## src/rtl/ruche_cfg_pkg.sv

```systemverilog
/*
 * Geometry of the tile row and sizing of each tile's data memory.
 * Imported by the packet package and by every RTL module of the row.
 */

package ruche_cfg_pkg;

  // row geometry
  localparam int num_tiles_x  = 6;
  localparam int ruche_factor = 3;
  localparam int x_cord_width = 3;

  // remaining and used hop counts share one width, max remaining is 6
  localparam int hop_width    = 3;

  // per-tile data memory
  localparam int mem_words    = 8;
  localparam int addr_width   = 3;
  localparam int data_width   = 16;

endpackage

```

## src/rtl/ruche_pkt_pkg.sv

```systemverilog
/*
 * Packet formats for the ruche row: opcodes, response status,
 * the packet carried on every link hop and the response to the host.
 */

package ruche_pkt_pkg;

  import ruche_cfg_pkg::*;

  typedef enum logic [1:0] {
    op_read  = 2'd0,
    op_write = 2'd1,
    op_add   = 2'd2
  } op_e;

  typedef enum logic {
    status_ok       = 1'b0,
    status_bad_dest = 1'b1
  } status_e;

  // rem counts tile steps still to go, hops counts links taken
  typedef struct packed {
    logic [x_cord_width-1:0] dest_x;
    logic [hop_width-1:0]    rem;
    logic [hop_width-1:0]    hops;
    op_e                     op;
    logic [addr_width-1:0]   addr;
    logic [data_width-1:0]   data;
  } ruche_pkt_s;

  typedef struct packed {
    status_e                 status;
    op_e                     op;
    logic [x_cord_width-1:0] tile_x;
    logic [data_width-1:0]   data;
    logic [hop_width-1:0]    hops;
  } ruche_resp_s;

endpackage

```

## src/rtl/ruche_link_if.sv

```systemverilog
/*
 * One eastbound link hop, local or ruche.
 * The sender drives valid and pkt from registers, the receiver samples them.
 * valid is a single-cycle strobe with no ready in the other direction.
 */

`timescale 1ns/1ps

interface ruche_link_if;

  import ruche_pkt_pkg::*;

  logic       valid;
  ruche_pkt_s pkt;

  // sending router or injector
  modport tx (
    output valid,
    output pkt
  );

  // receiving router
  modport rx (
    input valid,
    input pkt
  );

endinterface

```

## src/rtl/ruche_inject_decode.sv

```systemverilog
/*
 * West-edge injector. Takes one request per handshake, rejects a
 * destination outside the row and launches a legal one on the ruche or
 * local link in the cycle after acceptance.
 */

`timescale 1ns/1ps

module ruche_inject_decode (
  input  logic                                 clk_i,
  input  logic                                 arst_n_i,
  input  logic                                 in_valid_i,
  input  logic                                 in_ready_i,
  input  logic [ruche_cfg_pkg::x_cord_width-1:0] in_dest_i,
  input  ruche_pkt_pkg::op_e                   in_op_i,
  input  logic [ruche_cfg_pkg::addr_width-1:0] in_addr_i,
  input  logic [ruche_cfg_pkg::data_width-1:0] in_data_i,
  ruche_link_if.tx                             local_o,
  ruche_link_if.tx                             ruche_o,
  output logic                                 reject_o
);

  import ruche_cfg_pkg::*;
  import ruche_pkt_pkg::*;

  logic                 accept;
  logic                 legal;
  logic                 to_ruche;
  logic [hop_width-1:0] first_rem;
  ruche_pkt_s           pkt_d;
  ruche_pkt_s           pkt_q;
  logic                 local_q;
  logic                 ruche_q;
  logic                 reject_q;

  assign accept = in_valid_i & in_ready_i;
  assign legal  = in_dest_i < x_cord_width'(num_tiles_x);

  // tile d sits d+1 tile steps from the west edge
  assign first_rem = hop_width'(in_dest_i) + 1'b1;
  assign to_ruche  = first_rem >= hop_width'(ruche_factor);

  always_comb begin
    pkt_d.dest_x = in_dest_i;
    pkt_d.rem    = first_rem;
    pkt_d.hops   = '0;
    pkt_d.op     = in_op_i;
    pkt_d.addr   = in_addr_i;
    pkt_d.data   = in_data_i;
  end

  always_ff @(posedge clk_i or negedge arst_n_i) begin
    if (!arst_n_i) begin
      local_q  <= 1'b0;
      ruche_q  <= 1'b0;
      reject_q <= 1'b0;
    end else begin
      local_q  <= accept & legal & ~to_ruche;
      ruche_q  <= accept & legal & to_ruche;
      reject_q <= accept & ~legal;
    end
  end

  always_ff @(posedge clk_i) begin
    if (accept && legal) begin
      pkt_q <= pkt_d;
    end
  end

  assign local_o.valid = local_q;
  assign local_o.pkt   = pkt_q;
  assign ruche_o.valid = ruche_q;
  assign ruche_o.pkt   = pkt_q;
  assign reject_o      = reject_q;

endmodule

```

## src/rtl/ruche_result.sv

```systemverilog
/*
 * Response collector. Picks the one tile that finished, or turns a
 * reject into a bad_dest response, and registers it onto the outputs.
 * Also owns the input ready level for the whole row.
 */

`timescale 1ns/1ps

module ruche_result (
  input  logic                                   clk_i,
  input  logic                                   arst_n_i,
  input  logic                                   accept_i,
  input  logic                                   reject_i,
  input  logic [ruche_cfg_pkg::num_tiles_x-1:0]  done_i,
  input  ruche_pkt_pkg::ruche_resp_s [ruche_cfg_pkg::num_tiles_x-1:0] resp_i,
  output logic                                   ready_o,
  output logic                                   resp_valid_o,
  output ruche_pkt_pkg::ruche_resp_s             resp_o
);

  import ruche_cfg_pkg::*;
  import ruche_pkt_pkg::*;

  logic        tile_hit;
  logic        issue;
  logic        reject_q;
  logic        ready_q;
  logic        resp_valid_q;
  ruche_resp_s tile_resp;
  ruche_resp_s bad_resp;
  ruche_resp_s resp_q;

  // only one tile can report done for the single request in flight
  always_comb begin
    tile_hit  = 1'b0;
    tile_resp = '0;
    for (int i = 0; i < num_tiles_x; i++) begin
      if (done_i[i]) begin
        tile_hit  = 1'b1;
        tile_resp = resp_i[i];
      end
    end
  end

  always_comb begin
    bad_resp        = '0;
    bad_resp.status = status_bad_dest;
    bad_resp.op     = op_read;
  end

  assign issue = tile_hit | reject_q;

  always_ff @(posedge clk_i or negedge arst_n_i) begin
    if (!arst_n_i) begin
      reject_q     <= 1'b0;
      ready_q      <= 1'b1;
      resp_valid_q <= 1'b0;
    end else begin
      // reject spends one stage here, in step with the execute cycle
      reject_q     <= reject_i;
      resp_valid_q <= issue;
      if (accept_i) begin
        ready_q <= 1'b0;
      end else if (issue) begin
        ready_q <= 1'b1;
      end
    end
  end

  always_ff @(posedge clk_i) begin
    if (issue) begin
      resp_q <= tile_hit ? tile_resp : bad_resp;
    end
  end

  assign ready_o      = ready_q;
  assign resp_valid_o = resp_valid_q;
  assign resp_o       = resp_q;

endmodule

```

## src/rtl/ruche_router.sv

```systemverilog
/*
 * Per-tile router, one register stage per hop. Accounts for the link the
 * packet came in on, then ejects it to the tile, keeps it on the ruche
 * network or turns it onto the local network.
 */

`timescale 1ns/1ps

module ruche_router (
  input  logic                     clk_i,
  input  logic                     arst_n_i,
  ruche_link_if.rx                 local_i,
  ruche_link_if.rx                 ruche_i,
  ruche_link_if.tx                 local_o,
  ruche_link_if.tx                 ruche_o,
  output logic                     eject_valid_o,
  output ruche_pkt_pkg::ruche_pkt_s eject_pkt_o
);

  import ruche_cfg_pkg::*;
  import ruche_pkt_pkg::*;

  logic       arrive;
  logic       via_ruche;
  logic       eject_d;
  logic       ruche_d;
  logic       local_d;
  ruche_pkt_s pkt_in;
  ruche_pkt_s pkt_nxt;
  ruche_pkt_s pkt_q;
  logic       eject_q;
  logic       ruche_q;
  logic       local_q;

  // one packet in flight, so at most one input is valid
  assign via_ruche = ruche_i.valid;
  assign arrive    = local_i.valid | ruche_i.valid;

  always_comb begin
    pkt_in       = via_ruche ? ruche_i.pkt : local_i.pkt;
    pkt_nxt      = pkt_in;
    pkt_nxt.hops = pkt_in.hops + 1'b1;
    // a ruche link covers ruche_factor tiles
    if (via_ruche) begin
      pkt_nxt.rem = pkt_in.rem - hop_width'(ruche_factor);
    end else begin
      pkt_nxt.rem = pkt_in.rem - 1'b1;
    end
  end

  // routing decision
  assign eject_d = arrive & (pkt_nxt.rem == '0);
  assign ruche_d = arrive & via_ruche & (pkt_nxt.rem >= hop_width'(ruche_factor));
  assign local_d = arrive & ~eject_d & ~ruche_d;

  always_ff @(posedge clk_i or negedge arst_n_i) begin
    if (!arst_n_i) begin
      eject_q <= 1'b0;
      ruche_q <= 1'b0;
      local_q <= 1'b0;
    end else begin
      eject_q <= eject_d;
      ruche_q <= ruche_d;
      local_q <= local_d;
    end
  end

  always_ff @(posedge clk_i) begin
    if (arrive) begin
      pkt_q <= pkt_nxt;
    end
  end

  assign local_o.valid = local_q;
  assign local_o.pkt   = pkt_q;
  assign ruche_o.valid = ruche_q;
  assign ruche_o.pkt   = pkt_q;
  assign eject_valid_o = eject_q;
  assign eject_pkt_o   = pkt_q;

endmodule

```

## src/rtl/ruche_row_top.sv

```systemverilog
/*
 * Top of the ruche row: injector, six router and execute pairs and the
 * collector, joined by local links (one tile per hop) and ruche links
 * (three tiles per hop). Ports are plain signals for the host.
 */

`timescale 1ns/1ps

module ruche_row_top (
  input  logic                                   clk_i,
  input  logic                                   arst_n_i,
  input  logic                                   in_valid_i,
  input  logic [ruche_cfg_pkg::x_cord_width-1:0] in_dest_i,
  input  ruche_pkt_pkg::op_e                     in_op_i,
  input  logic [ruche_cfg_pkg::addr_width-1:0]   in_addr_i,
  input  logic [ruche_cfg_pkg::data_width-1:0]   in_data_i,
  output logic                                   in_ready_o,
  output logic                                   resp_valid_o,
  output ruche_pkt_pkg::status_e                 resp_status_o,
  output ruche_pkt_pkg::op_e                     resp_op_o,
  output logic [ruche_cfg_pkg::x_cord_width-1:0] resp_x_o,
  output logic [ruche_cfg_pkg::data_width-1:0]   resp_data_o,
  output logic [ruche_cfg_pkg::hop_width-1:0]    resp_hops_o
);

  import ruche_cfg_pkg::*;
  import ruche_pkt_pkg::*;

  logic                                  accept;
  logic                                  ready;
  logic                                  reject;
  logic        [num_tiles_x-1:0]         eject_valid;
  ruche_pkt_s  [num_tiles_x-1:0]         eject_pkt;
  logic        [num_tiles_x-1:0]         done;
  ruche_resp_s [num_tiles_x-1:0]         tile_resp;
  ruche_resp_s                           resp;

  // local_link[x] feeds router x, router x drives local_link[x+1]
  ruche_link_if local_link [num_tiles_x+1] ();
  // ruche_link[x] feeds router x, router x drives ruche_link[x+ruche_factor]
  ruche_link_if ruche_link [num_tiles_x+ruche_factor] ();

  assign accept = in_valid_i & ready;

  ruche_inject_decode u_decode (
    .clk_i      (clk_i),
    .arst_n_i   (arst_n_i),
    .in_valid_i (in_valid_i),
    .in_ready_i (ready),
    .in_dest_i  (in_dest_i),
    .in_op_i    (in_op_i),
    .in_addr_i  (in_addr_i),
    .in_data_i  (in_data_i),
    .local_o    (local_link[0]),
    .ruche_o    (ruche_link[ruche_factor-1]),
    .reject_o   (reject)
  );

  for (genvar x = 0; x < num_tiles_x; x++) begin : g_tile
    ruche_router u_router (
      .clk_i         (clk_i),
      .arst_n_i      (arst_n_i),
      .local_i       (local_link[x]),
      .ruche_i       (ruche_link[x]),
      .local_o       (local_link[x+1]),
      .ruche_o       (ruche_link[x+ruche_factor]),
      .eject_valid_o (eject_valid[x]),
      .eject_pkt_o   (eject_pkt[x])
    );

    ruche_tile_exec #(
      .tile_x (x)
    ) u_exec (
      .clk_i       (clk_i),
      .arst_n_i    (arst_n_i),
      .req_valid_i (eject_valid[x]),
      .req_pkt_i   (eject_pkt[x]),
      .done_o      (done[x]),
      .resp_o      (tile_resp[x])
    );
  end

  // west ruche inputs of tiles 0 and 1 have no source
  for (genvar t = 0; t < ruche_factor-1; t++) begin : g_ruche_tie
    assign ruche_link[t].valid = 1'b0;
    assign ruche_link[t].pkt   = '0;
  end

  ruche_result u_result (
    .clk_i        (clk_i),
    .arst_n_i     (arst_n_i),
    .accept_i     (accept),
    .reject_i     (reject),
    .done_i       (done),
    .resp_i       (tile_resp),
    .ready_o      (ready),
    .resp_valid_o (resp_valid_o),
    .resp_o       (resp)
  );

  assign in_ready_o    = ready;
  assign resp_status_o = resp.status;
  assign resp_op_o     = resp.op;
  assign resp_x_o      = resp.tile_x;
  assign resp_data_o   = resp.data;
  assign resp_hops_o   = resp.hops;

endmodule

```

## src/rtl/ruche_tile_exec.sv

```systemverilog
/*
 * Execute unit of one tile. Holds the tile's data memory and runs
 * read, write or add on an ejected packet in a single cycle.
 * tile_x is the tile's own column index, returned in the response.
 */

`timescale 1ns/1ps

module ruche_tile_exec #(
  parameter int tile_x = 0
) (
  input  logic                      clk_i,
  input  logic                      arst_n_i,
  input  logic                      req_valid_i,
  input  ruche_pkt_pkg::ruche_pkt_s req_pkt_i,
  output logic                      done_o,
  output ruche_pkt_pkg::ruche_resp_s resp_o
);

  import ruche_cfg_pkg::*;
  import ruche_pkt_pkg::*;

  logic [data_width-1:0] mem_q [mem_words];
  logic [data_width-1:0] old_word;
  logic [data_width-1:0] sum_word;
  logic                  done_q;
  ruche_resp_s           resp_q;

  assign old_word = mem_q[req_pkt_i.addr];
  // wraps modulo 2^16
  assign sum_word = old_word + req_pkt_i.data;

  always_ff @(posedge clk_i or negedge arst_n_i) begin
    if (!arst_n_i) begin
      for (int i = 0; i < mem_words; i++) begin
        mem_q[i] <= '0;
      end
      done_q <= 1'b0;
    end else begin
      done_q <= req_valid_i;
      if (req_valid_i) begin
        case (req_pkt_i.op)
          op_write: mem_q[req_pkt_i.addr] <= req_pkt_i.data;
          op_add:   mem_q[req_pkt_i.addr] <= sum_word;
          default:  ;
        endcase
      end
    end
  end

  always_ff @(posedge clk_i) begin
    if (req_valid_i) begin
      resp_q.status <= status_ok;
      resp_q.op     <= req_pkt_i.op;
      resp_q.tile_x <= x_cord_width'(tile_x);
      // write hands back the old word, add the new one
      resp_q.data   <= (req_pkt_i.op == op_add) ? sum_word : old_word;
      resp_q.hops   <= req_pkt_i.hops;
    end
  end

  assign done_o = done_q;
  assign resp_o = resp_q;

endmodule

```

## config.mk

```make
export PLATFORM = sky130hd
export DESIGN_NAME = ruche_row_top
export DESIGN_NICKNAME = d
export VERILOG_FILES = /design/src/rtl/ruche_cfg_pkg.sv /design/src/rtl/ruche_pkt_pkg.sv /design/src/rtl/ruche_link_if.sv /design/src/rtl/ruche_inject_decode.sv /design/src/rtl/ruche_result.sv /design/src/rtl/ruche_router.sv /design/src/rtl/ruche_row_top.sv /design/src/rtl/ruche_tile_exec.sv
export SDC_FILE = /design/constraint.sdc
export NUM_CORES = 2
export LEC_CHECK = 0
export BUFFER_PORTS_ARGS = -buffer_cell sky130_fd_sc_hd__buf_2
export CAP_MARGIN = 20
export CORE_MARGIN = 5
export CORE_UTILIZATION = 40
export DETAILED_ROUTE_END_ITERATION = 16
export GPL_ROUTABILITY_DRIVEN = 0
export GPL_TIMING_DRIVEN = 0
export PLACE_DENSITY = 0.55
export SETUP_SLACK_MARGIN = 0.02
export SYNTH_ARGS = -nofsm -noshare
export SYNTH_HDL_FRONTEND = slang
export SYNTH_HIERARCHICAL = 1
export SYNTH_SLANG_ARGS = --single-unit
```

## constraint.sdc

```tcl
create_clock -name clk_i -period 4.5 [get_ports clk_i]
set_input_delay 0.9 -clock clk_i [delete_from_list [all_inputs] [get_ports clk_i]]
set_output_delay 0.9 -clock clk_i [all_outputs]
set_load 0.05 [all_outputs]
```

==> metrics.cfg <==
[clock_tree]
cts_root_buffer = clkbuf_16
cts_tree = yes
h-tree-depth = 4
cts_sinks = 1128
numCtsBuffers = 132
clkTransAtPathRegs_ns = 0.06
cts_buffer_depth = 3
insertion_delay_ns = 0.77

[sta]
fin_setup_tns_ns = 0
tightestPinTransition_ns = 1.07
fin_skew_ns = 0.0263
slew_violations = 0
worst_slack_ns = 0.122
whs_ns = 0.316
finalHoldViolCount = 0
period_needed_ns = 4.38
period_share_pct = 97.3
setup_viol = 0
relSlewSlack_pct = 26.6
fmax_mhz = 228
rsz0062_at_grt = no

[global_routing]
grt-ovfl-total = 0
antenna_found_initial = 1
grtUsageTotal_pct = 24.1
grt_pass1_vias = 44700
grt_first_pass_wirelength_mm = 290
grt_start_max_net_pins = 116

[layout]
syn_to_final_growth_pct = 14.8
utilization_pct = 46.0
layout-drive-gt1-share_pct = 20.2
mostFrequentLayoutCell = nand2_1
nNetsFinal = 6242
layout_common_cells = 958 x nand2_1, 793 x dfrtp_1, 609 x o21ai_0
design_area_um2 = 68800

[die]
coreArea_um2 = 149000
die_h_um = 397
rows = 142
die_width_um = 397
start_util_pct = 40.1
pin_count = 54
dieArea_um2 = 158000

[synth]
netlist_instances = 5780
synth_warnings = 6
synth_area_per_cell_um2 = 10.4
synth_area_um2 = 59900

[placement]
port_buffers = 53
dpl_cell_area_um2 = 63400
hpwl_mm = 140
place_ws_ns = -1.18

[critical_path]
endpoint_kind = flip-flop
reg2reg_slack_ns = 0.12
worstPathMaxFanout = 9
cp_data_arrival_time_ns = 4.88
start_kind = flip-flop
worstSetupPathType = reg -> reg
cp.required_ns = 5.00

[flow_run]
cap_violations = 0

[route]
dr.first_iter.drc_count = 4347
final_antenna_net_count = 0
drc = 0
dr.pass1.iters = 6
vias = 46000
routed_via_density = 5.60
wl_mm = 194
wl_per_cell_um = 23.6

[hold_path]
hold_path.class = in -> reg

[run_status]
outcome = finished clean

[power_and_ir_drop]
vdd_drop_max_mv = 0.402
p_per_area_nw_per_um2 = 632
p_leak_nw = 29.6

cell type report:
class,count,area [um^2]
inverter,96,364
clock inverter,56,642
timing repair buffer,98,978
buffer,618,3670
fill,14000,80600
multi-input combinational,4014,26900
antenna,3,7.51
tap,2016,2520
sequential,1128,29900
clock buffer,184,3830
report_power, final:
group          internal (mW)  switching [mW]  total (mW)
sequential              14.0            1.98        16.0
clock                   6.60            4.45        11.1
combinational           6.30            10.2        16.5
registers in the layout (all words and copies together), names as in the netlist, 3 cells and up:
name,count
u_result/resp_o,25
g_tile.u_router/local_o.valid,5
g_tile.u_exec/resp_o,126
g_tile.u_router/eject_valid_o,6
g_tile.u_router/eject_pkt_o,159
u_decode/local_o.pkt,24
g_tile.u_exec/done_o,6
g_tile.u_exec/mem_q,768
g_tile.u_router/ruche_o.valid,3
worst max-delay path, cell delays in order, from the launching register on:
cell      delay (ns)
edfxtp_1        0.42
buf_2           0.31
inv_1           0.21
nor2_1          0.51
a21oi_1         0.15
o221ai_1        0.50
ha_1            0.36
a211o_1         0.27
a21oi_2         0.27
o21bai_1        0.10
a21oi_1         0.28
buf_2           0.38
mux2i_1         0.26
nor2_1          0.08
worst paths after layout:
| path | from | to | cells after the start |
|---|---|---|---|
| worst max-delay path | g_tile[1].u_router/eject_pkt_o[17] | g_tile[1].u_exec/resp_o[10] | 13 |
| worst min-delay path | in_data_i[14] | u_decode/local_o.pkt[14] | 1 |
| worst max register to register | g_tile[1].u_router/eject_pkt_o[17] | g_tile[1].u_exec/resp_o[10] | 13 |
| worst min register to register | u_decode/reject_o | u_result/reject_q | 0 |
| max in group asynchronous | arst_n_i | g_tile[1].u_exec/mem_q[12] | 6 |
| min in group asynchronous | arst_n_i | g_tile[4].u_exec/mem_q[107] | 2 |
stage by stage:
step,std cells,total power [mW]
6_report,8213,43.5
3_3_place_gp,7926,31.2
2_1_floorplan,5857,26.3
3_5_place_dp,7939,31.6
5_1_grt,8210,45.8
4_1_cts,8190,43.1
metal layers:
| layer | track usage [%] | vias to the layer above | share of wire [%] |
|---|---|---|---|
| li1 | - | 21000 | - |
| met1 | 34.3 | 23100 | 44 |
| met2 | 38.5 | 1592 | 46 |
| met3 | 3.26 | 295 | 6.1 |
| met4 | 7.49 | 0 | 3.1 |
| met5 | 0 | - | 0 |
what timing repair did:
item                                   in CTS  in global routing
endpoints found under the hold margin       3                  0
setup endpoints to repair                 428                378
hold buffers                                1                  0
gates resized for setup                    72                 80
pin swaps                                   6                 11
gates cloned                                0                  0
setup buffers                              10                 18
No activity file was read; power rests on OpenSTA's default activity.
